<file path="src/logic/pov_pkg.sv">
////////////////////////////////////////////////////////////
// Sizes are fixed for a 256-slice rotor with 32 LEDs per column
// HALF_TURN_SHIFT must stay the log2 of SLICES_PER_HALF_TURN
////////////////////////////////////////////////////////////
package pov_pkg;

    // Angular resolution of one full turn of the rotor
    localparam int SLICES_PER_TURN = 256;

    // Each Hall sensor top starts a new half turn of this many slices
    localparam int SLICES_PER_HALF_TURN = 128;

    // Dividing the cycles of a half turn by 2**7 gives the cycles of one slice
    localparam int HALF_TURN_SHIFT = 7;

    // Number of LEDs along the blade
    localparam int COLUMN_WIDTH = 32;

    // A slice index over the full turn doubles as the frame memory address
    typedef logic [$clog2(SLICES_PER_TURN)-1:0] slice_t;

    // One bit per LED, a set bit lights the LED
    typedef logic [COLUMN_WIDTH-1:0] column_t;

    // A single request toward the frame memory
    // Reads ignore wdata
    typedef struct packed {
        logic    valid;
        logic    write;
        slice_t  addr;
        column_t wdata;
    } mem_req_t;

    // Host loader FSM encodings
    localparam logic [1:0] LOAD_IDLE  = 2'd0;
    localparam logic [1:0] LOAD_WRITE = 2'd1;
    localparam logic [1:0] LOAD_ACK   = 2'd2;

endpackage

</file>
<file path="src/logic/column_arbiter.sv">
////////////////////////////////////////////////////////////
// Requesters hold a request until granted, grants last one cycle
////////////////////////////////////////////////////////////
module column_arbiter import pov_pkg::*; (
    input  logic     clk,
    input  logic     nrst,
    input  mem_req_t fetch_req,
    input  mem_req_t load_req,
    output logic     fetch_gnt,
    output logic     load_gnt,
    output mem_req_t mem_req
);

    logic fetch_win;
    logic load_win;

    // A requester sees its grant one cycle late and still shows the
    // same request then, so a live grant blocks it from winning again
    assign fetch_win = fetch_req.valid && !fetch_gnt;

    // The display must not miss slices so the host waits
    assign load_win = load_req.valid && !load_gnt && !fetch_win;

    // Grant and memory request leave on the same edge
    always_ff @(posedge clk or negedge nrst) begin
        if (!nrst) begin
            fetch_gnt <= 1'b0;
            load_gnt  <= 1'b0;
            mem_req   <= '0;
        end else begin
            fetch_gnt <= fetch_win;
            load_gnt  <= load_win;
            if (fetch_win) begin
                mem_req <= fetch_req;
            end else if (load_win) begin
                mem_req <= load_req;
            end else begin
                mem_req.valid <= 1'b0;
            end
        end
    end

    // A request that lost arbitration must still be there on the next cycle
    fetch_held_until_grant: assert property (
        @(posedge clk) disable iff (!nrst)
        (fetch_req.valid && !fetch_gnt) |=> fetch_req.valid
    );

    // The loader waits behind the fetcher without dropping its write
    load_held_until_grant: assert property (
        @(posedge clk) disable iff (!nrst)
        (load_req.valid && !load_gnt) |=> load_req.valid
    );

endmodule

</file>
<file path="config.mk">
export PLATFORM = sky130hd
export DESIGN_NAME = column_arbiter
export DESIGN_NICKNAME = d
export VERILOG_FILES = /design/src/logic/pov_pkg.sv /design/src/logic/column_arbiter.sv
export SDC_FILE = /design/constraint.sdc
export NUM_CORES = 1
export LEC_CHECK = 0
export BUFFER_PORTS_ARGS = -buffer_cell sky130_fd_sc_hd__buf_2
export CORE_MARGIN = 1
export CORE_UTILIZATION = 47
export CTS_BUF_LIST = sky130_fd_sc_hd__clkbuf_2 sky130_fd_sc_hd__clkbuf_4 sky130_fd_sc_hd__clkbuf_8
export DETAILED_ROUTE_END_ITERATION = 16
export GPL_ROUTABILITY_DRIVEN = 0
export GPL_TIMING_DRIVEN = 0
export PLACE_DENSITY = 0.83
export SLEW_MARGIN = 20
export SYNTH_ARGS = -nofsm -noshare
export SYNTH_HDL_FRONTEND = slang
export SYNTH_SLANG_ARGS = --single-unit
</file>
<file path="constraint.sdc">
create_clock -name clk -period 1.69 [get_ports clk]
set_input_delay 0.507 -clock clk [delete_from_list [all_inputs] [get_ports clk]]
set_output_delay 0.507 -clock clk [all_outputs]
set_load 0.05 [all_outputs]
</file>
==> flow_metrics.py <==
metrics = {
    "sta": {
        "relSlewSlack": 0.3638,
        "period_minus_slack_ps": 1578,
        "layout_setup_ws_ps": 111.9,
        "final-hold-violation-count": 0,
        "fin_tns_setup_ps": 0,
        "clock.fmax_ghz": 0.6337,
        "rsz0062_at_grt": "no",
        "finClkSkew_ps": 11.34,
        "setup_violations": 0,
        "drv_slew": 0,
        "min_period_over_period": 0.9338,
        "tightest_slew_ps": 954.3,
    },
    "clocking": {
        "cts_inserted_buffers": 5,
        "clk_latency_ps": 290,
        "htreeDepth": 2,
        "path_clk_slew_ps": 90,
        "postCtsSetupBuffers": 0,
        "ctsHoldBuffers": 0,
        "post_cts_resized": 0,
        "clockBufferDepth": 2,
        "ctsRootBufferMaster": "clkbuf_8",
        "clock-sinks": 44,
        "cts_tree": "built",
    },
    "floorplan": {
        "ios": 130,
        "die_h_um": 74.03,
        "core_area_um2": 4848,
        "rows": 25,
        "dieArea_um2": 5480,
        "die_w_um": 74.03,
        "initial_core_util": 0.5030,
    },
    "drt": {
        "drtIter0Drc": 29,
        "wl_per_cell_um": 14.58,
        "routed_wl_um": 5015,
        "ant_nets": 0,
        "num_vias": 1611,
        "drc_errors": 0,
        "dr.pass1.iters": 3,
        "drt-vias-per-instance": 4.683,
    },
    "yosys": {
        "synthDistinctLibCells": 9,
        "syn-num-nets": 226,
        "synth_area_leaders": "mux2_4, dfrtp_1, buf_6",
        "yosysSeqAreaShare": 0.4515,
        "yosysMostFrequentCell": "mux2_4",
        "synth_cells": 140,
        "synth_edf_count": 0,
        "synth_area_um2": 2439,
        "ys_seq_elements": 44,
        "ys.flop_type": "dfrtp_1",
        "async_flop_share": 1.000,
        "yosysTopAreaCellShare": 0.4802,
        "netlist_top_cells_count": "mux2_4, dfrtp_1, buf_6",
        "syn_area_per_cell_um2": 17.42,
        "synth_largest_area_cell": "mux2_4",
        "yosys_warnings": 0,
    },
    "global_routing": {
        "grt_pass1_vias": 1625,
        "track_usage": 0.1855,
        "grt_max_degree": 45,
        "grt_overflow_total": 0,
        "grt_pass1_wl_um": 7548,
        "antenna_found_initial": 0,
    },
    "pwr": {
        "leakage_nw": 1.826,
        "peakVddDrop_mv": 0.5176,
        "power.total_mw": 3.384,
        "powerDensity_nw_per_um2": 1039,
    },
    "worst_setup_path": {
        "reg2reg_slack_ps": 110,
        "endpoint_kind": "flop",
        "start_kind": "flop",
        "path_class": "flop to flop",
        "cp_max_fo": 10,
        "worstRegToRegCells": 5,
        "regToRegStartpoint": "fetch_gnt",
        "critical_path_required_ps": 1860,
        "worstReg2RegEnd": "mem_req[37]",
        "cp.arrival_ps": 1750,
    },
    "final_layout": {
        "antenna_cells": 0,
        "postLayoutCellArea_um2": 3257,
        "num-nets-final": 362,
        "drive_gt1_frac": 0.8339,
        "fillers": 371,
        "area_growth_pct": 33.56,
    },
    "placed_design": {
        "dp_hpwl_um": 3872,
        "port_buffers": 129,
        "preCtsSetupSlack_ps": -29.61,
        "dpl-instance-area_um2": 3169,
    },
    "status": {
        "status": "finished clean",
    },
    "min_path": {
        "hp-class": "input pin to asynchronous set/reset pin",
    },
    "flow_run": {
        "maxCapViolations": 0,
    },
}
## metrics by stage
step                      utilization  instances  hold WS, ps
after global routing           0.6717        344        443.8
after detailed placement       0.6537        336        490.4
final                          0.6717        344        359.6
after CTS                      0.6717        344        388.1
after floorplan                     -        140        211.4
after global placement         0.6537        336        470.0
## state kept, by name, summed over array words and instances (netlist names)
name,flops
load_gnt,1
fetch_gnt,1
mem_req,42
## layer usage
layer	global-route usage	share of wire	up-vias
met5	0	0	-
met4	0.08120	0.017	0
met3	0.03930	0.058	7
met2	0.3313	0.50	76
met1	0.2136	0.42	762
li1	-	-	766
## kinds of logic (layout without fill, tap and decap cells)
family                 after synthesis  after routing  synth area share
DFF                                 44             44            0.4515
AOI/OAI and AO/OA                    1              1          0.003592
muxes                               82             82            0.4987
buffers and inverters               11            148           0.03848
and+or+nand+nor                      2              2          0.007693
## worst max path at each step
stage | end | cells after the start | start
CTS | mem_req[37] | 5 | fetch_gnt
global route | mem_req[14] | 5 | fetch_gnt
floorplan | mem_req[0] | 5 | fetch_gnt
detailed placement | mem_req[37] | 6 | fetch_req[41]
global placement | mem_req[37] | 6 | fetch_req[41]
finish | mem_req[37] | 5 | fetch_gnt
## worst max-delay path, stage by stage, from the launching register on
cell,delay (ps)
dfrtp_2,410
nand2b_4,140
buf_6,130
o21ai_2,150
buf_4,300
mux2_4,320
## area by class of cell
class	count	area [um^2]	share of cell area
Multi-Input combinational cell	85	1244	0.3819
Sequential cell	44	1102	0.3385
Timing Repair Buffer	129	645.6	0.1982
Buffer	9	86.33	0.02651
Tap cell	67	83.83	0.02574
Clock buffer	5	68.82	0.02113
Clock inverter	3	18.77	0.005763
Inverter	2	7.507	0.002305
## cells in the final DEF (no fill, tap or decap)
cell	synthesis	layout
dfrtp_1	44	43
buf_2	0	129
buf_4	4	4
nand2b_4	1	1
mux2_4	78	78
inv_1	2	2
nor3_1	1	1
buf_6	5	5
dfrtp_2	0	1
clkbuf_8	0	5
mux2_2	4	4
clkinv_4	0	1
clkinv_2	0	2
o21ai_2	1	1
## power breakdown
part	switching (mW)	total, mW	leakage (nW)	internal [mW]
Combinational	0.867	1.44	1.27	0.568
Sequential	0.0922	1.31	0.513	1.22
Clock	0.353	0.641	0.0479	0.288
No activity file was read; power rests on OpenSTA's default activity.
