==> src/logic/pov_pkg.sv <==
////////////////////////////////////////////////////////////
// Sizes are fixed for a 256-slice rotor with 32 LEDs per column
// HALF_TURN_SHIFT must stay the log2 of SLICES_PER_HALF_TURN
////////////////////////////////////////////////////////////
package pov_pkg;

    // Angular resolution of one full turn of the rotor
    localparam int SLICES_PER_TURN = 256;

    // Each Hall sensor top starts a new half turn of this many slices
    localparam int SLICES_PER_HALF_TURN = 128;

    // Dividing the cycles of a half turn by 2**7 gives the cycles of one slice
    localparam int HALF_TURN_SHIFT = 7;

    // Number of LEDs along the blade
    localparam int COLUMN_WIDTH = 32;

    // A slice index over the full turn doubles as the frame memory address
    typedef logic [$clog2(SLICES_PER_TURN)-1:0] slice_t;

    // One bit per LED, a set bit lights the LED
    typedef logic [COLUMN_WIDTH-1:0] column_t;

    // A single request toward the frame memory
    // Reads ignore wdata
    typedef struct packed {
        logic    valid;
        logic    write;
        slice_t  addr;
        column_t wdata;
    } mem_req_t;

    // Host loader FSM encodings
    localparam logic [1:0] LOAD_IDLE  = 2'd0;
    localparam logic [1:0] LOAD_WRITE = 2'd1;
    localparam logic [1:0] LOAD_ACK   = 2'd2;

endpackage

==> src/logic/slice_fetcher.sv <==
////////////////////////////////////////////////////////////
// Holds one pending slice, a newer sync overwrites it
////////////////////////////////////////////////////////////
module slice_fetcher import pov_pkg::*; (
    input  logic     clk,
    input  logic     nrst,
    input  slice_t   slice_cnt,
    input  logic     position_sync,
    output mem_req_t fetch_req,
    input  logic     fetch_gnt,
    input  column_t  rdata,
    output column_t  led_column,
    output slice_t   column_slice,
    output logic     column_strobe
);

    // Read waiting for its grant
    logic   req_valid;
    slice_t req_slice;

    // Granted read whose data arrives this cycle
    logic rd_wait;

    // Sync that arrived while a read was already queued
    logic   pend_valid;
    slice_t pend_slice;

    always_ff @(posedge clk or negedge nrst) begin
        if (!nrst) begin
            req_valid     <= 1'b0;
            rd_wait       <= 1'b0;
            pend_valid    <= 1'b0;
            led_column    <= '0;
            column_slice  <= '0;
            column_strobe <= 1'b0;
        end else begin
            column_strobe <= 1'b0;
            rd_wait       <= 1'b0;
            if (fetch_gnt) begin
                req_valid <= 1'b0;
                rd_wait   <= 1'b1;
            end else if (!req_valid) begin
                // The older pending slice is served before a fresh sync
                if (pend_valid) begin
                    req_valid  <= 1'b1;
                    req_slice  <= pend_slice;
                    pend_valid <= 1'b0;
                end else if (position_sync) begin
                    req_valid <= 1'b1;
                    req_slice <= slice_cnt;
                end
            end
            if (position_sync && (req_valid || pend_valid)) begin
                pend_valid <= 1'b1;
                pend_slice <= slice_cnt;
            end
            // req_slice still names the granted read here
            if (rd_wait) begin
                led_column    <= rdata;
                column_slice  <= req_slice;
                column_strobe <= 1'b1;
            end
        end
    end

    assign fetch_req.valid = req_valid;
    assign fetch_req.write = 1'b0;
    assign fetch_req.addr  = req_slice;
    assign fetch_req.wdata = '0;

endmodule

==> config.mk <==
export PLATFORM = sky130hd
export DESIGN_NAME = slice_fetcher
export DESIGN_NICKNAME = d
export VERILOG_FILES = /design/src/logic/pov_pkg.sv /design/src/logic/slice_fetcher.sv
export SDC_FILE = /design/constraint.sdc
export NUM_CORES = 1
export LEC_CHECK = 0
export ABC_AREA = 1
export BUFFER_PORTS_ARGS = -buffer_cell sky130_fd_sc_hd__buf_2
export CAP_MARGIN = 5
export CORE_ASPECT_RATIO = 0.8
export CORE_UTILIZATION = 50
export DETAILED_ROUTE_END_ITERATION = 10
export HOLD_SLACK_MARGIN = 0.1
export PLACE_DENSITY = 0.95
export SYNTH_ARGS = -nofsm -noshare
export SYNTH_HDL_FRONTEND = slang
export SYNTH_SLANG_ARGS = --single-unit
==> constraint.sdc <==
create_clock -name clk -period 3.1 [get_ports clk]
set_clock_uncertainty 0.2 [all_clocks]
set_input_delay 0.155 -clock clk [delete_from_list [all_inputs] [get_ports clk]]
set_output_delay 0.155 -clock clk [all_outputs]
set_load 0.01 [all_outputs]
==> metrics.md <==
| Metric | Value |
|---|---|
| Most frequent cells after synthesis | inv_1 (50), nand2_1 (49), dfrtp_1 (44) |
| Crit path capture type | register |
| Switching Fraction | between 20% and 30% |
| Cell taking the most area after synthesis | dfrtp_1 |
| Post-synth top flop | dfrtp_1 |
| Global-route wire length before repair | roughly 8500 um |
| CP peak stage delay | 650 ps |
| Cell Int Power | 1.46 mW |
| Std cell rows | 23 |
| NetSw | 0.510 mW |
| Depth of the worst register-to-register path | 2 |
| Seq/Total Area, Yosys | roughly three fifths |
| Leak pwr | ~1.9 nW |
| Clock Root Buffer | clkbuf_8 |
| R2r setup slk | 1220 ps |
| Die X | 84.5 um |
| Post-detailed-route count of antenna-violating nets | 0 |
| Layout cell share with drive strength beyond 1 | 35.6% |
| CP Cell Sequence | o21ai_1 -> nor2_1 |
| Final WL | 5760 um |
| Area Overhead vs Synth | 35.4% |
| Worst VDD drop | 0.411 mV |
| Die area | 5750 um2 |
| Clock Pin Slew Worst Setup and Hold Paths | 70 ps |
| Worst skew pair latency | 340 ps |
| Synth warn | 0 |
| Total gr overflow | 0 |
| Initial Util | around 53% |
| Dpl hpwl | 3300 um |
| Worst Tran Pin Value | 963 ps |
| Wire length per cell | 12.4 um |
| RSZ-0062 raised after global routing | no |
| Status | complete, but fails checks |
| Worst hold path endpoint | column_slice[5] |
| Crit path DAT | 1660 ps |
| Multi-input logic area | around 700 um2 |
| Die height | about 70 um |
| Yosys top cell area share | 40.4% |
| Final Critical Period | 1880 ps |
| Flop pwr share | 47.3% |
| Pwr Density | 533 nW/um2 |
| Clk sink count | 60 |
| Top Ports | 127 |
| Ranking of synthesized cells by area | dfrtp_1 (40%), edfxtp_1 (18%), o21ai_2 (11%) |
| Combinational share of power | 14.3% |
| RR Endpoint | pend_slice[7] |
| GRT Overall Usage | 20.5% |
| Min-Delay Path Depth | 2 |
| Hold Path Class | register to register |
| Total power | 1.97 mW |
| Number of diodes | 0 |
| Most frequent cell after synthesis | inv_1 |
| Number of port buffers | 93 |
| First-pass DRT Iterations | 9 |
| Core ar. | 5120 um2 |
| Post-Synthesis Cells | 261 |
| Mapped cell area | 2730 um2 |
| Number of flops mapped to enable cells by yosys | 16 |
| Max-slew violation count | 0 |
| Largest net degree at the start of global routing | 82 |
| Syn_area_per_cell | 10.4 um2 |
| Iter 0 DRT Violations | just over 100 |
| Violated checks | design-rule violations |
| RR Startpoint | pend_valid |
| CTS tree | built |
| Placed cell count | 404 |
| Residual DRC count | 9 |
| Gpl congestion | 0.783 |
| Yosys reg bits | 60 |
| CTS Buf Count | 9 |
| Netlist cell types | 14 |
| Vias in the first global route | roughly 1900 |
| Crit-path max FO | 20 |
| Via count | 2039 |
| Post-layout nets | 441 |
| Register area | roughly 1600 um2 |
| Fillers | 363 |
| Worst slew margin | 35.8% |
| HP Start | req_slice[5] |
| Async set-reset flop share out of synthesis | approximately 73% |
| Setup_tns | 0 ps |
| CP Launch Type | register |
| Initial antenna violation count | 0 |
| Final Setup Violations | 0 |
| Clock power share | a little under two fifths |
| Critical-path top delay cell | dfrtp_1 |
| Worst Setup Path Type | register to register |
| Maxcap violations | 0 |
| Clk buf depth | 2 |
| Required @ worst endpoint | between 2000 and 3000 ps |
| Period utilization | 60.8% |
| Post-Layout Cell Count | 464 |
| Max Fclk | 531 MHz |
| Final hold violation count | 0 |
| Htree depth | 3 |
| Drt via density | 4.39 |
-- kinds of logic (layout without fill, tap and decap cells) --
group,after synthesis,after routing,share of synthesized area (%)
buf+inv,95,204,20.3
flops,60,60,58.0
simple gates,53,53,7.39
compound gates,52,52,14.1
other cells,1,33,0.138
-- area by class of cell --
type | instances | share of cell area [%]
clock buffers | 9 | 3.36
clock inverters | 7 | 2.48
inverters | 50 | 5.09
multi-input cells | 138 | 19.2
flip-flops and latches | 60 | 43.0
well taps | 62 | 2.10
repair buffers | 138 | 24.8
-- worst max path at each step --
stage / slack (ps) / cells after the start / startpoint / to
after floorplan: 1530 / 2 / req_valid / req_slice[0]
after global placement: 1350 / 2 / pend_valid / req_slice[5]
after detailed placement: 1270 / 2 / pend_valid / pend_slice[3]
after CTS: 1250 / 2 / pend_valid / pend_slice[7]
after global routing: 1070 / 2 / pend_valid / req_slice[5]
final: 1220 / 2 / pend_valid / pend_slice[7]
-- layout by cell type, fill, tap and decap left out --
master,synthesis,routed
dlygate4sd3_1,0,44
bufinv_16,0,2
dfrtp_1,44,43
or2_1,1,1
nor2_1,3,3
buf_2,2,93
inv_1,50,50
conb_1,1,33
clkinv_2,0,1
clkinvlp_4,0,3
o21ai_1,8,8
clkbuf_8,0,9
buf_4,34,1
nand2_1,49,49
o21ai_0,10,10
o21ai_2,33,33
dfrtp_4,0,1
clkinv_1,0,1
a21oi_1,1,1
edfxtp_1,16,16
-- worst max-delay path: cells and delay by family, from the launching register on --
family           cells  cell delay (ps)
AO/OA/AOI/OAI        1              160
flip-flops           1              650
AND/OR/NAND/NOR      1              510
-- state kept, by name, summed over array words and instances (netlist names) --
register and cells:
pend_slice 8, led_column 32, req_valid 1, column_slice 8, req_slice 8, column_strobe 1
pend_valid 1, rd_wait 1
-- per-stage QoR --
| stage | area, um2 | hold WS [ps] | utilization, % | setup WS [ps] |
|---|---|---|---|---|
| 2_1_floorplan | 2850 | -341 | - | 1530 |
| 3_3_place_gp | 3030 | -219 | 59.2 | 1350 |
| 3_5_place_dp | 3030 | -219 | 59.2 | 1270 |
| 4_1_cts | 3690 | 281 | 72.0 | 1250 |
| 5_1_grt | 3690 | 291 | 72.0 | 1070 |
| 6_report | 3690 | 288 | 72.0 | 1220 |
-- power by group through the flow --
stage / logic (mW) / clock network, mW / registers [mW]
finish: 0.282 / 0.755 / 0.929
global route: 0.312 / 0.798 / 0.939
CTS: 0.279 / 0.769 / 0.929
detailed placement: 0.235 / 0 / 0.944
global placement: 0.228 / 0 / 0.940
floorplan: 0.166 / 0 / 0.945
-- routing by layer --
layer / up-vias / track usage [%] / part of all wire [%]
met2: 76 / 37.6 / 52
li1: 1010 / - / -
met5: - / 0 / 0
met1: 937 / 20.8 / 38
met4: 0 / 10.2 / 2.3
met3: 16 / 8.20 / 7.4
-- repair_timing --
action,CTS,global route
setup buffers,0,0
resized for setup,0,0
hold buffers,44,0
endpoints found under the hold margin,95,0
No activity file was read; power rests on OpenSTA's default activity.
