**config.mk**
```make
export PLATFORM = sky130hd
export DESIGN_NAME = position_detector
export DESIGN_NICKNAME = d
export VERILOG_FILES = /design/src/logic/pov_pkg.sv /design/src/logic/position_detector.sv
export SDC_FILE = /design/constraint.sdc
export NUM_CORES = 1
export LEC_CHECK = 0
export BUFFER_PORTS_ARGS = -buffer_cell sky130_fd_sc_hd__buf_2
export CORE_UTILIZATION = 50
export DETAILED_ROUTE_END_ITERATION = 7
export PLACE_DENSITY = 0.69
export SYNTH_ARGS = -nofsm -noshare
export SYNTH_HDL_FRONTEND = slang
export SYNTH_SLANG_ARGS = --single-unit
```
**constraint.sdc**
```tcl
create_clock -name clk -period 10.8 [get_ports clk]
set_clock_uncertainty 0.1 [all_clocks]
set_input_delay 0.54 -clock clk [delete_from_list [all_inputs] [get_ports clk]]
set_output_delay 0.54 -clock clk [all_outputs]
set_load 0.01 [all_outputs]
```
**src/logic/pov_pkg.sv**
```systemverilog
////////////////////////////////////////////////////////////
// Sizes are fixed for a 256-slice rotor with 32 LEDs per column
// HALF_TURN_SHIFT must stay the log2 of SLICES_PER_HALF_TURN
////////////////////////////////////////////////////////////
package pov_pkg;

    // Angular resolution of one full turn of the rotor
    localparam int SLICES_PER_TURN = 256;

    // Each Hall sensor top starts a new half turn of this many slices
    localparam int SLICES_PER_HALF_TURN = 128;

    // Dividing the cycles of a half turn by 2**7 gives the cycles of one slice
    localparam int HALF_TURN_SHIFT = 7;

    // Number of LEDs along the blade
    localparam int COLUMN_WIDTH = 32;

    // A slice index over the full turn doubles as the frame memory address
    typedef logic [$clog2(SLICES_PER_TURN)-1:0] slice_t;

    // One bit per LED, a set bit lights the LED
    typedef logic [COLUMN_WIDTH-1:0] column_t;

    // A single request toward the frame memory
    // Reads ignore wdata
    typedef struct packed {
        logic    valid;
        logic    write;
        slice_t  addr;
        column_t wdata;
    } mem_req_t;

    // Host loader FSM encodings
    localparam logic [1:0] LOAD_IDLE  = 2'd0;
    localparam logic [1:0] LOAD_WRITE = 2'd1;
    localparam logic [1:0] LOAD_ACK   = 2'd2;

endpackage

```
**src/logic/position_detector.sv**
```systemverilog
////////////////////////////////////////////////////////////
// Hall inputs must already be synchronised to clk
// The first half turn after reset has no slice pulses past its top
////////////////////////////////////////////////////////////
module position_detector import pov_pkg::*; (
    input  logic        clk,
    input  logic        nrst,
    input  logic        hall_1,
    input  logic        hall_2,
    output slice_t      slice_cnt,
    output logic        position_sync,
    output logic [31:0] speed_data
);

    // One-cycle pulse on the first cycle a sensor reads low
    logic top;

    // Set by a top and held until both sensors are released
    logic guard;

    // Low after a hall_1 top and high after a hall_2 top
    logic second_half;

    // Cycles elapsed since the last top
    logic [31:0] half_turn_cycles;

    // Cycles per slice measured over the previous half turn
    logic [31-HALF_TURN_SHIFT:0] slice_period;
    logic [31-HALF_TURN_SHIFT:0] slice_cycles;

    // Slice index within the current half turn
    logic [HALF_TURN_SHIFT-1:0] slice_half_cnt;

    // The current slice has lasted its full period and another may follow
    logic slice_due;

    // A zero period means no half turn has been measured yet
    assign slice_due = (slice_period != '0)
                    && (slice_cycles == slice_period - 1'b1)
                    && (slice_half_cnt != HALF_TURN_SHIFT'(SLICES_PER_HALF_TURN - 1));

    // Either sensor starts a top but only once per pass
    // hall_1 wins when both fall together
    always_ff @(posedge clk or negedge nrst) begin
        if (!nrst) begin
            top         <= 1'b0;
            guard       <= 1'b0;
            second_half <= 1'b0;
        end else begin
            top <= 1'b0;
            if ((!hall_1 || !hall_2) && !guard) begin
                top         <= 1'b1;
                guard       <= 1'b1;
                second_half <= hall_1;
            end
            if (hall_1 && hall_2) begin
                guard <= 1'b0;
            end
        end
    end

    // Half turn measurement and speed report
    always_ff @(posedge clk or negedge nrst) begin
        if (!nrst) begin
            half_turn_cycles <= '0;
            slice_period     <= '0;
            speed_data       <= '0;
        end else if (top) begin
            // The counter restarts at 1 so it holds N on a top N cycles later
            half_turn_cycles <= 32'd1;
            slice_period     <= half_turn_cycles[31:HALF_TURN_SHIFT];
            speed_data       <= {half_turn_cycles[30:0], 1'b0};
        end else begin
            half_turn_cycles <= half_turn_cycles + 32'd1;
        end
    end

    // Slice pulses are restarted at every top
    always_ff @(posedge clk or negedge nrst) begin
        if (!nrst) begin
            position_sync  <= 1'b0;
            slice_cycles   <= '0;
            slice_half_cnt <= '0;
        end else begin
            position_sync <= 1'b0;
            if (top) begin
                // The top itself marks slice 0 of the new half turn
                position_sync  <= 1'b1;
                slice_cycles   <= '0;
                slice_half_cnt <= '0;
            end else if (slice_due) begin
                position_sync  <= 1'b1;
                slice_cycles   <= '0;
                slice_half_cnt <= slice_half_cnt + 1'b1;
            end else begin
                slice_cycles <= slice_cycles + 1'b1;
            end
        end
    end

    // The half-turn flag becomes the top bit of the full-turn index
    assign slice_cnt = {second_half, slice_half_cnt};

    // Slices are at least two cycles long for any real rotor speed
    sync_not_back_to_back: assert property (
        @(posedge clk) disable iff (!nrst) position_sync |=> !position_sync
    );

endmodule

```
==> summary.md, run 1 <==
| Metric | Value |
|---|---|
| Worst vdd ir | `0.000119 V` |
| Flop pwr share | `59.6%` |
| Period utilisation layout | `43.2%` |
| Post-Route WL | `11,100 um` |
| Final setup violation count | `0` |
| Max incr delay on CP | `0.72 ns` |
| Worst setup SP type | `flop` |
| Pwr per Cell Area | `123 mW/mm^2` |
| Starting density of the core | `52.2%` |
| WP data required | `10.92 ns` |
| Max_cap viols | `0` |
| Post-Synth XOR/XNOR Area | `11.9%` |
| Internal | `0.514 mW` |
| Synthesized flop and latch total | `100` |
| Final Hold Fails | `0` |
| Critical Path Slowest Stage Cell | `nand2b_1` |
| Worst hold path type | `in -> async` |
| RePlAce Congestion | `0.882` |
| Number of vias per cell | `5.64` |
| Hold_buf cts | `0` |
| Psw | `0.193 mW` |
| Critical R2R Launch | `slice_period[0]` |
| Initial antenna violation count | `0` |
| Worst Setup SP | `slice_period[0]` |
| Full die area | `0.0113 mm^2` |
| Simple-gate portion of the synthesized area | `21.3%` |
| Largest net degree at the start of global routing | `76` |
| PortBufs | `43` |
| Syn Nets | `558` |
| Top FF cell, synth | `dfrtp_1` |
| Status | `completed` |
| CTS root buf | `clkbuf_8` |
| First-pass GRT wire length | `19,000 um` |
| Met3 routed WL | `340 um` |
| Slew headroom | `30.6%` |
| Crit path cell chain | `inv_1 -> ha_1 -> or3b_2 -> nor4_1 -> nand3b_1 -> xnor2_1 -> or4b_2 -> or4_4 -> nand2b_1 -> nor2_1` |
| Sequential Area | `0.00250 mm^2` |
| Wire per inst | `15.9 um` |
| Cells after synthesis | `550` |
| Uppermost routed layer | `met4` |
| Worst-Margin Slew | `1.03 ns` |
| Top achievable clock speed | `214 MHz` |
| Crit path max-delay family | `simple AND/OR/NAND/NOR gates` |
| CP Class | `reg -> reg` |
| Crit path buf inv count | `1` |
| Sequential share of the synthesized area | `45.8%` |
| Die W | `107 um` |
| Synth Area in Adders | `0.916%` |
| Finished Layout Cells | `698` |
| Die height | `107 um` |
| Yosys top cell by area | `dfrtp_1` |
| GRT Total Usage | `21.6%` |
| Number of buffers added for setup after CTS | `0` |
| # rows | `37` |
| Vias post-DR | `3,940` |
| TritonRoute pass-1 iters | `4` |
| Fin. max-slew vios | `0` |
| CTS sink count | `100` |
| Routed Antenna Nets | `0` |
| Core Region | `0.0105 mm^2` |
| Reg2Reg Setup Slack | `6.14 ns` |
| Grt total ovfl | `0` |
| Comb power frac | `10.0%` |
| Clock transition at the registers of the reported paths | `0.09 ns` |
| Number of flops mapped to enable cells by yosys | `0` |
| Setup TNS Final | `0 ns` |
| Mux cell area share after synthesis | `7.12%` |
| Final HPWL DP | `8020 um` |
| DR iter-0 viols | `173` |
| TritonCTS buffer count | `9` |
| Synth area leaders | `dfrtp_1 (46%), xor2_1 (7.7%), mux2_2 (6.4%), nor2_1 (4.9%), xnor2_1 (4.2%)` |
| Largest family of logic cells by synthesized area | `simple AND/OR/NAND/NOR gates` |
| Leakage | `2.75 nW` |
| R2R depth | `10` |
| # DRC | `0` |
| Dpl cells | `682` |
| Multi-input gate area | `0.00262 mm^2` |
| Async set or reset register ratio after synthesis | `100%` |
| Reg-to-Reg End | `slice_cycles[24]` |
| Clk_lat worst skew | `0.38 ns` |
| N_diodes | `0` |
| Synth Cell Area | `0.00546 mm^2` |
| CTS tree | `yes` |
| Vias in the first global route | `3,828` |
| H-tree Lvls | `3` |
| Worst-path fanout max | `26` |
| Part of the power in the clock network | `30.4%` |
| Synthesized area per cell | `9.93 um^2` |
| Met2 WL | `5340 um` |
| Synth Area in Compound Gates | `6.69%` |
| Share of the synthesized area in the top cell type | `45.8%` |
| Sw Share | `27.3%` |
| Bufs on Longest Clock Path | `2` |
| Met1 wire length | `5180 um` |
| Fraction of layout cells with a size suffix above 1 | `18.3%` |
| Post-CTS sizing | `0` |
| Post-synth cell types | `56` |
| Number of fill cells | `963` |
| Ys Warns | `0` |
| Unrepaired setup endpoints after global routing | `no` |
| Worst EP arrival | `4.79 ns` |
| I/O pin total | `45` |
| Fin nets | `565` |
| Endpoint class of the critical path | `flop` |
| Area growth, synth to finish | `4.88%` |
| Min Clock Period, post-route | `4.66 ns` |
-- cells in the mapped netlist, drive strengths merged, types with 13 or more instances --
cell	instances
dfrtp	100
a21oi	17
mux2	31
xnor2	26
nor2	72
nand3	27
clkbuf	15
or3	13
buf	34
o21ai	15
nand2	31
xor2	48
and3	13
nand4	13
-- routing by layer --
layer / vias to the layer above / GRT usage, %
li1: 1899 / -
met1: 1955 / 28.9
met2: 69 / 34.5
met3: 17 / 4.05
met4: 0 / 9.30
met5: - / 0
-- area by class of cell --
class	instances	area share, %
clock buffer	11	2.29
clock inverter	5	0.677
inverter	9	0.590
multi-input combinational	392	45.7
sequential	100	43.7
tap	136	2.97
timing repair buffer	45	4.06
-- cells in the final DEF (no fill, tap or decap), drive strengths merged, types with 9 or more instances in the layout --
cell,instances
a21oi,17
o21ai,15
inv,9
nand2,31
nor4,9
dfrtp,100
xnor2,26
xor2,48
buf,45
or3,13
and3,13
nand3,27
mux2,31
clkbuf,11
nor3,9
nor2,72
nand4,13
-- worst max-delay path by stage --
stage | depth (start not counted) | to
CTS | 10 | slice_cycles[24]
global placement | 10 | slice_cycles[6]
detailed placement | 10 | slice_cycles[24]
finish | 10 | slice_cycles[24]
global route | 10 | slice_cycles[20]
floorplan | 12 | slice_half_cnt[5]
-- per-stage QoR --
step	hold WS [ns]	cell area (um^2)	util (%)	power [mW]	setup slack, ns
floorplan	0.144	5460	-	0.472	6.79
global route	0.0628	5730	54.8	0.741	5.73
global placement	0.299	5560	53.1	0.498	6.35
detailed placement	0.302	5560	53.1	0.501	6.15
finish	0.0294	5730	54.8	0.707	6.14
CTS	0.0385	5730	54.8	0.716	6.16
-- kinds of logic after synthesis --
logic type                 Yosys count
AOI/OAI and AO/OA                   57
xor gates and xnor gates            74
adders and majority gates            4
buffers and inverters               58
DFF                                100
muxes                               35
other                                1
and+or+nand+nor                    221
-- power groups by stage --
stage          registers (mW)  logic, mW  clock network, mW
6_report                0.422     0.0707              0.215
3_5_place_dp            0.429     0.0716                  0
5_1_grt                 0.426     0.0805              0.235
4_1_cts                 0.422     0.0725              0.221
2_1_floorplan           0.424     0.0481                  0
3_3_place_gp            0.428     0.0696                  0
-- state kept, by name, indices dropped and copies added (netlist names) --
signal,cells
position_sync,1
slice_cycles,25
slice_period,25
second_half,1
top,1
slice_half_cnt,7
guard,1
half_turn_cycles,32
speed_data,7
No activity file was read; power rests on OpenSTA's default activity.
==> run 2, diff against run 1 <==
--- a/config.mk
+++ b/config.mk
@@ -8,7 +8,7 @@
 export BUFFER_PORTS_ARGS = -buffer_cell sky130_fd_sc_hd__buf_2
 export CORE_UTILIZATION = 50
 export DETAILED_ROUTE_END_ITERATION = 7
-export PLACE_DENSITY = 0.69
+export PLACE_DENSITY = 0.71
 export SYNTH_ARGS = -nofsm -noshare
 export SYNTH_HDL_FRONTEND = slang
 export SYNTH_SLANG_ARGS = --single-unit
==> constraint.sdc (replaced) <==
create_clock -name clk -period 4 [get_ports clk]
set_clock_uncertainty 0.1 [all_clocks]
set_input_delay 0.2 -clock clk [delete_from_list [all_inputs] [get_ports clk]]
set_output_delay 0.2 -clock clk [all_outputs]
set_load 0.01 [all_outputs]
==> run 2 against run 1 <==
  * Routed wire length increased by 1.7%
  * Largest cell class unchanged
  * Non-clock buffer count increased by 17
  * Highest routed layer unchanged
  * Flip-flop and latch count unchanged
  * Critical endpoint is now slice_half_cnt[3]
  * Total power increased to 2.8 times the previous value
  * Hold slack improved by 0.29 ns
==> summary.md, run 2 (synthesis gave the netlist of run 1 again) <==
| Metric | Value |
|---|---|
| I/O pin total | `45 (unchanged)` |
| Final Hold Fails | `0 (unchanged)` |
| Vias post-DR | `3,984 (+1.1%)` |
| Most frequent cells in the layout | `dfrtp_1 (99), nor2_1 (72), xor2_1 (48)` |
| Setup TNS Final | `0 ns (unchanged)` |
| # rows | `37 (unchanged)` |
| Die height | `107 um (unchanged)` |
| Vias in the first global route | `3,895 (+1.8%)` |
| Fin area | `0.00593 mm^2 (+3.5%)` |
| PortBufs | `43 (unchanged)` |
| Worst hold path type | `reg -> reg` |
| First-pass GRT wire length | `19,000 um (about the same)` |
| Wire per inst | `15.8 um (-0.67%)` |
| Routed Antenna Nets | `0 (unchanged)` |
| Flop pwr share | `57.0% (-2.6 points)` |
| Max_cap viols | `0 (unchanged)` |
| Worst vdd ir | `0.000298 V (+150%)` |
| GRT Total Usage | `21.5% (-0.12 points)` |
| WP data required | `4.20 ns (-6.72 ns)` |
| Initial antenna violation count | `0 (unchanged)` |
| Fin nets | `582 (+3.0%)` |
| # DRC | `0 (unchanged)` |
| Worst setup SP type | `flop` |
| Dpl cells | `695 (+1.9%)` |
| TritonRoute pass-1 iters | `4 (unchanged)` |
| Grt total ovfl | `0 (unchanged)` |
| Bufs on Longest Clock Path | `2 (unchanged)` |
| Critical R2R Launch | `slice_period[4]` |
| Endpoint class of the critical path | `flop` |
| Min Clock Period, post-route | `3.81 ns (-0.855 ns)` |
| Period utilisation layout | `95.2% (+52 points)` |
| H-tree Lvls | `3 (unchanged)` |
| Worst-Margin Slew | `0.824 ns (-0.208 ns)` |
| Commonest non-fill, non-tap cell in the layout | `dfrtp_1` |
| Starting density of the core | `52.2% (unchanged)` |
| TritonCTS buffer count | `9 (unchanged)` |
| Core Region | `0.0105 mm^2 (unchanged)` |
| Final setup violation count | `0 (unchanged)` |
| Worst-path fanout max | `11 (-58%)` |
| Full die area | `0.0113 mm^2 (unchanged)` |
| Area growth, synth to finish | `8.50%` |
| WHS Path Cells | `1` |
| CTS root buf | `clkbuf_8` |
| Internal | `1.46 mW (+180%)` |
| N_diodes | `0 (unchanged)` |
| Reg2Reg Setup Slack | `0.19 ns (-5.95 ns)` |
| Pwr per Cell Area | `336 mW/mm^2 (+170%)` |
| Part of the power in the clock network | `33.3% (+2.9 points)` |
| CP Class | `reg -> reg` |
| Top achievable clock speed | `262 MHz (+22%)` |
| Fin. max-slew vios | `0 (unchanged)` |
| Most used cell, CP | `or4_4` |
| Unrepaired setup endpoints after global routing | `no` |
| Clock transition at the registers of the reported paths | `0.11 ns (+0.02 ns)` |
| Crit path max-delay family | `simple AND/OR/NAND/NOR gates` |
| Sw Share | `26.7% (-0.62 points)` |
| Reg-to-Reg End | `slice_half_cnt[3]` |
| RePlAce Congestion | `0.904 (+2.5%)` |
| WHS Endpoint | `top` |
| Die W | `107 um (unchanged)` |
| Max incr delay on CP | `0.61 ns (-0.11 ns)` |
| Post-Route WL | `11,300 um (+1.7%)` |
| Number of fill cells | `965 (+0.21%)` |
| Worst EP arrival | `4.01 ns (-0.78 ns)` |
| Crit path buf inv count | `0 (-1)` |
| Finished Layout Cells | `715 (+2.4%)` |
| Psw | `0.532 mW (+180%)` |
| Largest net degree at the start of global routing | `66 (-13%)` |
| DR iter-0 viols | `229 (+32%)` |
| Crit path cell chain | `or4_4 -> or4_4 -> nor4_1 -> xnor2_1 -> or4bb_1 -> or4_4 -> or3_1 -> a21oi_1` |
| Clk_lat worst skew | `0.38 ns (about the same)` |
| Top reg by flops | `half_turn_cycles` |
| R2R depth | `8 (-2)` |
| Critical Path Slowest Stage Cell | `or4_4` |
| Final HPWL DP | `8200 um (+2.2%)` |
| Number of buffers added for setup after CTS | `0 (unchanged)` |
| CTS tree | `yes` |
| Max reg flops | `32 (unchanged)` |
| Leakage | `2.86 nW (+4.0%)` |
| Slew headroom | `45.1% (+14 points)` |
| Comb power frac | `9.7% (-0.3 points)` |
| Number of vias per cell | `5.57 (-1.3%)` |
| CTS sink count | `100 (unchanged)` |
| Fraction of layout cells with a size suffix above 1 | `20.7% (+2.4 points)` |
| Top Registers | `half_turn_cycles: 32 flops, slice_cycles: 25 flops, slice_period: 25 flops` |
| Area post-placement | `0.00568 mm^2 (+2.1%)` |
| Status | `completed` |
| Hold Startpoint | `guard` |
==> run 2: timing repair <==
item | in CTS | in global routing
gates resized for setup | 0 | 2
hold buffers | 4 | 0
setup endpoints to repair | 0 | 13
hold endpoints to repair | 67 | 0
==> run 2: worst max path at each step <==
stage                          from           endpoint  slack (ns)  cells past startpoint
finish              slice_period[4]  slice_half_cnt[3]        0.19                      8
global route        slice_period[0]  slice_half_cnt[3]        0.02                     10
CTS                 slice_period[0]  slice_half_cnt[3]        0.11                     10
detailed placement  slice_period[0]  slice_half_cnt[3]        0.13                     10
global placement    slice_period[0]  slice_half_cnt[5]        0.27                     10
floorplan           slice_period[0]  slice_half_cnt[5]        0.14                     12
==> run 2: layout make-up <==
cell class	instances	area, um^2	share of cell area, %
Inverter	9	33.8	0.570
Clock buffer	9	124	2.09
Multi-Input combinational cell	392	2630	44.4
Timing Repair Buffer	62	383	6.46
Sequential cell	100	2500	42.2
Clock inverter	7	78.8	1.33
Tap cell	136	170	2.87
==> run 2: per-stage QoR <==
stage / total power [mW] / util (%) / hold slack [ns] / setup slack, ns
finish: 1.99 / 56.6 / 0.318 / 0.190
CTS: 2.02 / 56.6 / 0.325 / 0.107
detailed placement: 1.35 / 54.2 / 0.258 / 0.133
global placement: 1.34 / 54.2 / 0.250 / 0.274
global route: 2.08 / 56.6 / 0.344 / 0.0197
floorplan: 1.27 / - / -0.196 / 0.145
==> run 2: worst reg2reg max path: cells and delay by family, from the launching register on <==
| kind | cells | cell delay [ns] |
|---|---|---|
| compound gates | 1 | 0.16 |
| flops | 1 | 0.39 |
| xor+xnor | 1 | 0.20 |
| simple gates | 6 | 2.88 |
==> run 2: power groups by stage <==
stage | combinational [mW] | sequential (mW) | clock [mW]
4_1_cts | 0.197 | 1.14 | 0.686
6_report | 0.193 | 1.14 | 0.664
2_1_floorplan | 0.130 | 1.14 | 0
3_5_place_dp | 0.194 | 1.16 | 0
3_3_place_gp | 0.190 | 1.15 | 0
5_1_grt | 0.215 | 1.15 | 0.717
==> run 2: metal layers <==
layer	share of wire, %	GRT usage [%]	vias to the layer above
met4	2.0	8.51	0
met5	0	0	-
li1	-	-	1930
met3	3.2	2.82	17
met2	49	35.7	78
met1	46	28.6	1959
==> run 3, diff against run 2 <==
--- a/config.mk
+++ b/config.mk
@@ -5,6 +5,7 @@
 export SDC_FILE = /design/constraint.sdc
 export NUM_CORES = 1
 export LEC_CHECK = 0
+export ABC_AREA = 1
 export BUFFER_PORTS_ARGS = -buffer_cell sky130_fd_sc_hd__buf_2
 export CORE_UTILIZATION = 50
 export DETAILED_ROUTE_END_ITERATION = 7
==> run 3 against run 2 <==
  * Sequential power about the same
  * Total power increased by 8.0%
  * Fmax increased by 33%
  * Sequential share of layout area decreased by 3.9 points
  * Clock power increased by 23%
  * Largest cell class unchanged
  * Critical path type unchanged
  * Synthesized cell count increased by 47%
  * Combinational power increased by 13%
==> summary.md, run 3 <==
| Metric | Value |
|---|---|
| Post-synth top cells | `nand2_1 (210), dfrtp_1 (100), nor2_1 (99), inv_1 (87), nand3_1 (46)` |
| Yosys top cell by area | `dfrtp_1` |
| Most used cell, CP | `nand2_1` |
| Routed Antenna Nets | `0 (unchanged)` |
| # rows | `39 (+5.4%)` |
| Top reg by flops | `half_turn_cycles` |
| CTS root buf | `clkbuf_16` |
| Worst EP arrival | `2.99 ns (-1.02 ns)` |
| Share of the synthesized area in the top cell type | `41.0% (-4.8 points)` |
| CTS tree | `yes` |
| Slew headroom | `30.9% (-14 points)` |
| Worst setup SP type | `flop` |
| Synthesized area per cell | `7.56 um^2 (-24%)` |
| Post-synth cell types | `37 (-34%)` |
| Wire per inst | `14.2 um (-10%)` |
| N_diodes | `0 (unchanged)` |
| Vias post-DR | `5,125 (+29%)` |
| Sequential share of the synthesized area | `41.0% (-4.8 points)` |
| Grt total ovfl | `0 (unchanged)` |
| RePlAce Congestion | `0.906 (+0.25%)` |
| Endpoint class of the critical path | `flop` |
| TritonCTS buffer count | `9 (unchanged)` |
| Top Registers | `half_turn_cycles: 32 flops, slice_cycles: 25 flops, slice_period: 25 flops` |
| Vias in the first global route | `4,966 (+27%)` |
| First-pass GRT wire length | `23,700 um (+25%)` |
| Min Clock Period, post-route | `2.87 ns (-0.945 ns)` |
| Commonest non-fill, non-tap cell in the layout | `nand2_1` |
| Crit path cell chain | `inv_1 -> ha_1 -> nand2_2 -> nor2_2 -> nand2_1 -> o21ai_1 -> nand2_1 -> nand2_1 -> nand3_1 -> nor2_2 -> nand3_4 -> nand2_8 -> nor2_1` |
| Largest net degree at the start of global routing | `69 (+4.5%)` |
| Ys Warns | `0 (unchanged)` |
| Area growth, synth to finish | `6.95%` |
| Number of fill cells | `1,133 (+17%)` |
| Pwr per Cell Area | `330 mW/mm^2 (-2.0%)` |
| Critical Path Slowest Stage Cell | `dfrtp_1` |
| Synthesized flop and latch total | `100 (unchanged)` |
| Most frequent cells in the layout | `nand2_1 (210), dfrtp_1 (100), nor2_1 (99)` |
| Clock transition at the registers of the reported paths | `0.07 ns (-0.04 ns)` |
| Period utilisation layout | `71.6% (-24 points)` |
| Synth area leaders | `dfrtp_1 (41%), nand2_1 (13%), nor2_1 (6.1%), inv_1 (5.3%), nor2_4 (3.9%)` |
| GRT Total Usage | `23.9% (+2.3 points)` |
| Post-Route WL | `13,900 um (+22%)` |
| WP data required | `4.13 ns (-0.07 ns)` |
| CTS sink count | `100 (unchanged)` |
| Final Hold Fails | `0 (unchanged)` |
| Synth Cell Area | `0.00611 mm^2 (+12%)` |
| Final setup violation count | `0 (unchanged)` |
| Cells after synthesis | `808 (+47%)` |
| Worst vdd ir | `0.000357 V (+20%)` |
| Pwr Total | `2.15 mW (+8.0%)` |
| Async set or reset register ratio after synthesis | `100% (unchanged)` |
| Leakage | `3.27 nW (+14%)` |
| PortBufs | `43 (unchanged)` |
| Worst-path fanout max | `26 (+15)` |
| Final HPWL DP | `10,400 um (+27%)` |
| Die height | `113 um (+5.6%)` |
| Full die area | `0.0127 mm^2 (+12%)` |
| Status | `completed` |
| Top FF cell, synth | `dfrtp_1` |
| Max reg flops | `32 (unchanged)` |
| I/O pin total | `45 (unchanged)` |
| Initial antenna violation count | `0 (unchanged)` |
| CP Class | `reg -> reg` |
| Setup TNS Final | `0 ns (unchanged)` |
| Number of flops mapped to enable cells by yosys | `0 (unchanged)` |
| Syn Nets | `816 (+46%)` |
| Crit path max-delay family | `simple AND/OR/NAND/NOR gates` |
| Clk_lat worst skew | `0.36 ns (-0.02 ns)` |
| DR iter-0 viols | `263 (+15%)` |
| Number of vias per cell | `5.27 (-5.5%)` |
| Worst hold path type | `reg -> reg` |
| # DRC | `0 (unchanged)` |
| Starting density of the core | `52.4% (+0.15 points)` |
| Unrepaired setup endpoints after global routing | `no` |
| Most common cell in the netlist | `nand2_1` |
| Fin. max-slew vios | `0 (unchanged)` |
| Core Region | `0.0117 mm^2 (+11%)` |
| Sequential Area | `0.00250 mm^2 (about the same)` |
| Crit path buf inv count | `1 (+1)` |
| Post-CTS sizing | `0 (unchanged)` |
| Fraction of layout cells with a size suffix above 1 | `12.7% (-8.1 points)` |
| TritonRoute pass-1 iters | `4 (unchanged)` |
| Top achievable clock speed | `349 MHz (+33%)` |
| H-tree Lvls | `3 (unchanged)` |
| Die W | `113 um (+5.6%)` |
| Fin nets | `834 (+43%)` |
| Worst-Margin Slew | `1.03 ns (+0.203 ns)` |
| Max_cap viols | `0 (unchanged)` |
| Max incr delay on CP | `0.40 ns (-0.21 ns)` |
| Bufs on Longest Clock Path | `2 (unchanged)` |
| Multi-input gate area | `0.00296 mm^2 (+12%)` |
run 3: cell types whose count changed after synthesis, moves of 19 or more:
cell	change
xor2_1	-21
inv_1	+78
mux2_2	-30
o21ai_0	+22
nand2_1	+179
nand3_1	+19
nor2_1	+27
nor2_4	+21
run 3: power by group:
part           switching (mW)  total (mW)  leakage, nW  internal, mW
sequential             0.0491        1.12         1.37          1.07
combinational           0.138       0.218         1.76        0.0800
clock                   0.392       0.817        0.134         0.425
run 3: worst reg2reg max path, delay by kind of cell, from the launching register on:
kind | cells | cell delay [ns]
AND/OR/NAND/NOR | 10 | 1.63
flip-flops | 1 | 0.40
adder cells (fa/ha/maj) | 1 | 0.29
AO/OA/AOI/OAI | 1 | 0.19
buffers and inverters | 1 | 0.13
run 3: final cells by class:
| cell class | instances | area share [%] |
|---|---|---|
| Clock inverter | 6 | 0.709 |
| Clock buffer | 9 | 3.45 |
| Inverter | 91 | 5.23 |
| Timing Repair Buffer | 50 | 4.29 |
| Multi-Input combinational cell | 574 | 45.3 |
| Tap cell | 143 | 2.74 |
| Sequential cell | 100 | 38.3 |
run 3: worst paths after layout:
path                            startpoint                   to  slack, ns  depth (start not counted)
setup / recovery           slice_period[0]      slice_cycles[2]       1.13                         13
hold / removal                       guard                  top       0.31                          1
setup reg to reg           slice_period[0]      slice_cycles[2]       1.13                         13
hold reg to reg                      guard                  top       0.31                          1
max in group asynchronous             nrst  half_turn_cycles[1]       2.45                          3
min in group asynchronous             nrst      slice_cycles[0]       0.39                          2
run 3: through the flow:
stage | utilization [%] | cell area [um^2] | cells | hold WS (ns) | worst slack (ns)
2_1_floorplan | - | 6110 | 808 | -0.196 | 1.70
3_3_place_gp | 53.3 | 6220 | 954 | 0.256 | 1.25
3_5_place_dp | 53.3 | 6220 | 954 | 0.264 | 1.14
4_1_cts | 56.0 | 6530 | 973 | 0.312 | 1.13
5_1_grt | 56.0 | 6530 | 973 | 0.332 | 0.857
6_report | 56.0 | 6530 | 973 | 0.309 | 1.13
run 3: cell families (layout without fill, tap and decap cells):
kind of cell               after synthesis  in the layout  synth area share [%]
xor gates and xnor gates                43             43                  6.17
muxes                                    1              1                 0.184
AOI/OAI and AO/OA                       61             61                  5.27
buffers and inverters                  134            156                  10.6
other                                    1              1                0.0614
DFF                                    100            100                  41.0
adders and majority gates                4              4                 0.820
and+or+nand+nor                        464            464                  35.9
run 3: metal layers:
metal	global-route usage (%)	up-vias	share of wire (%)
met5	0	-	0
met4	6.58	0	1.3
met2	41.9	82	50
met3	5.08	15	3.1
met1	29.7	2427	46
li1	-	2601	-
run 3: what timing repair did:
action | 4_1_cts | 5_1_grt
hold buffers | 4 | 0
buffers inserted | 0 | 0
hold endpoints to repair | 69 | 0
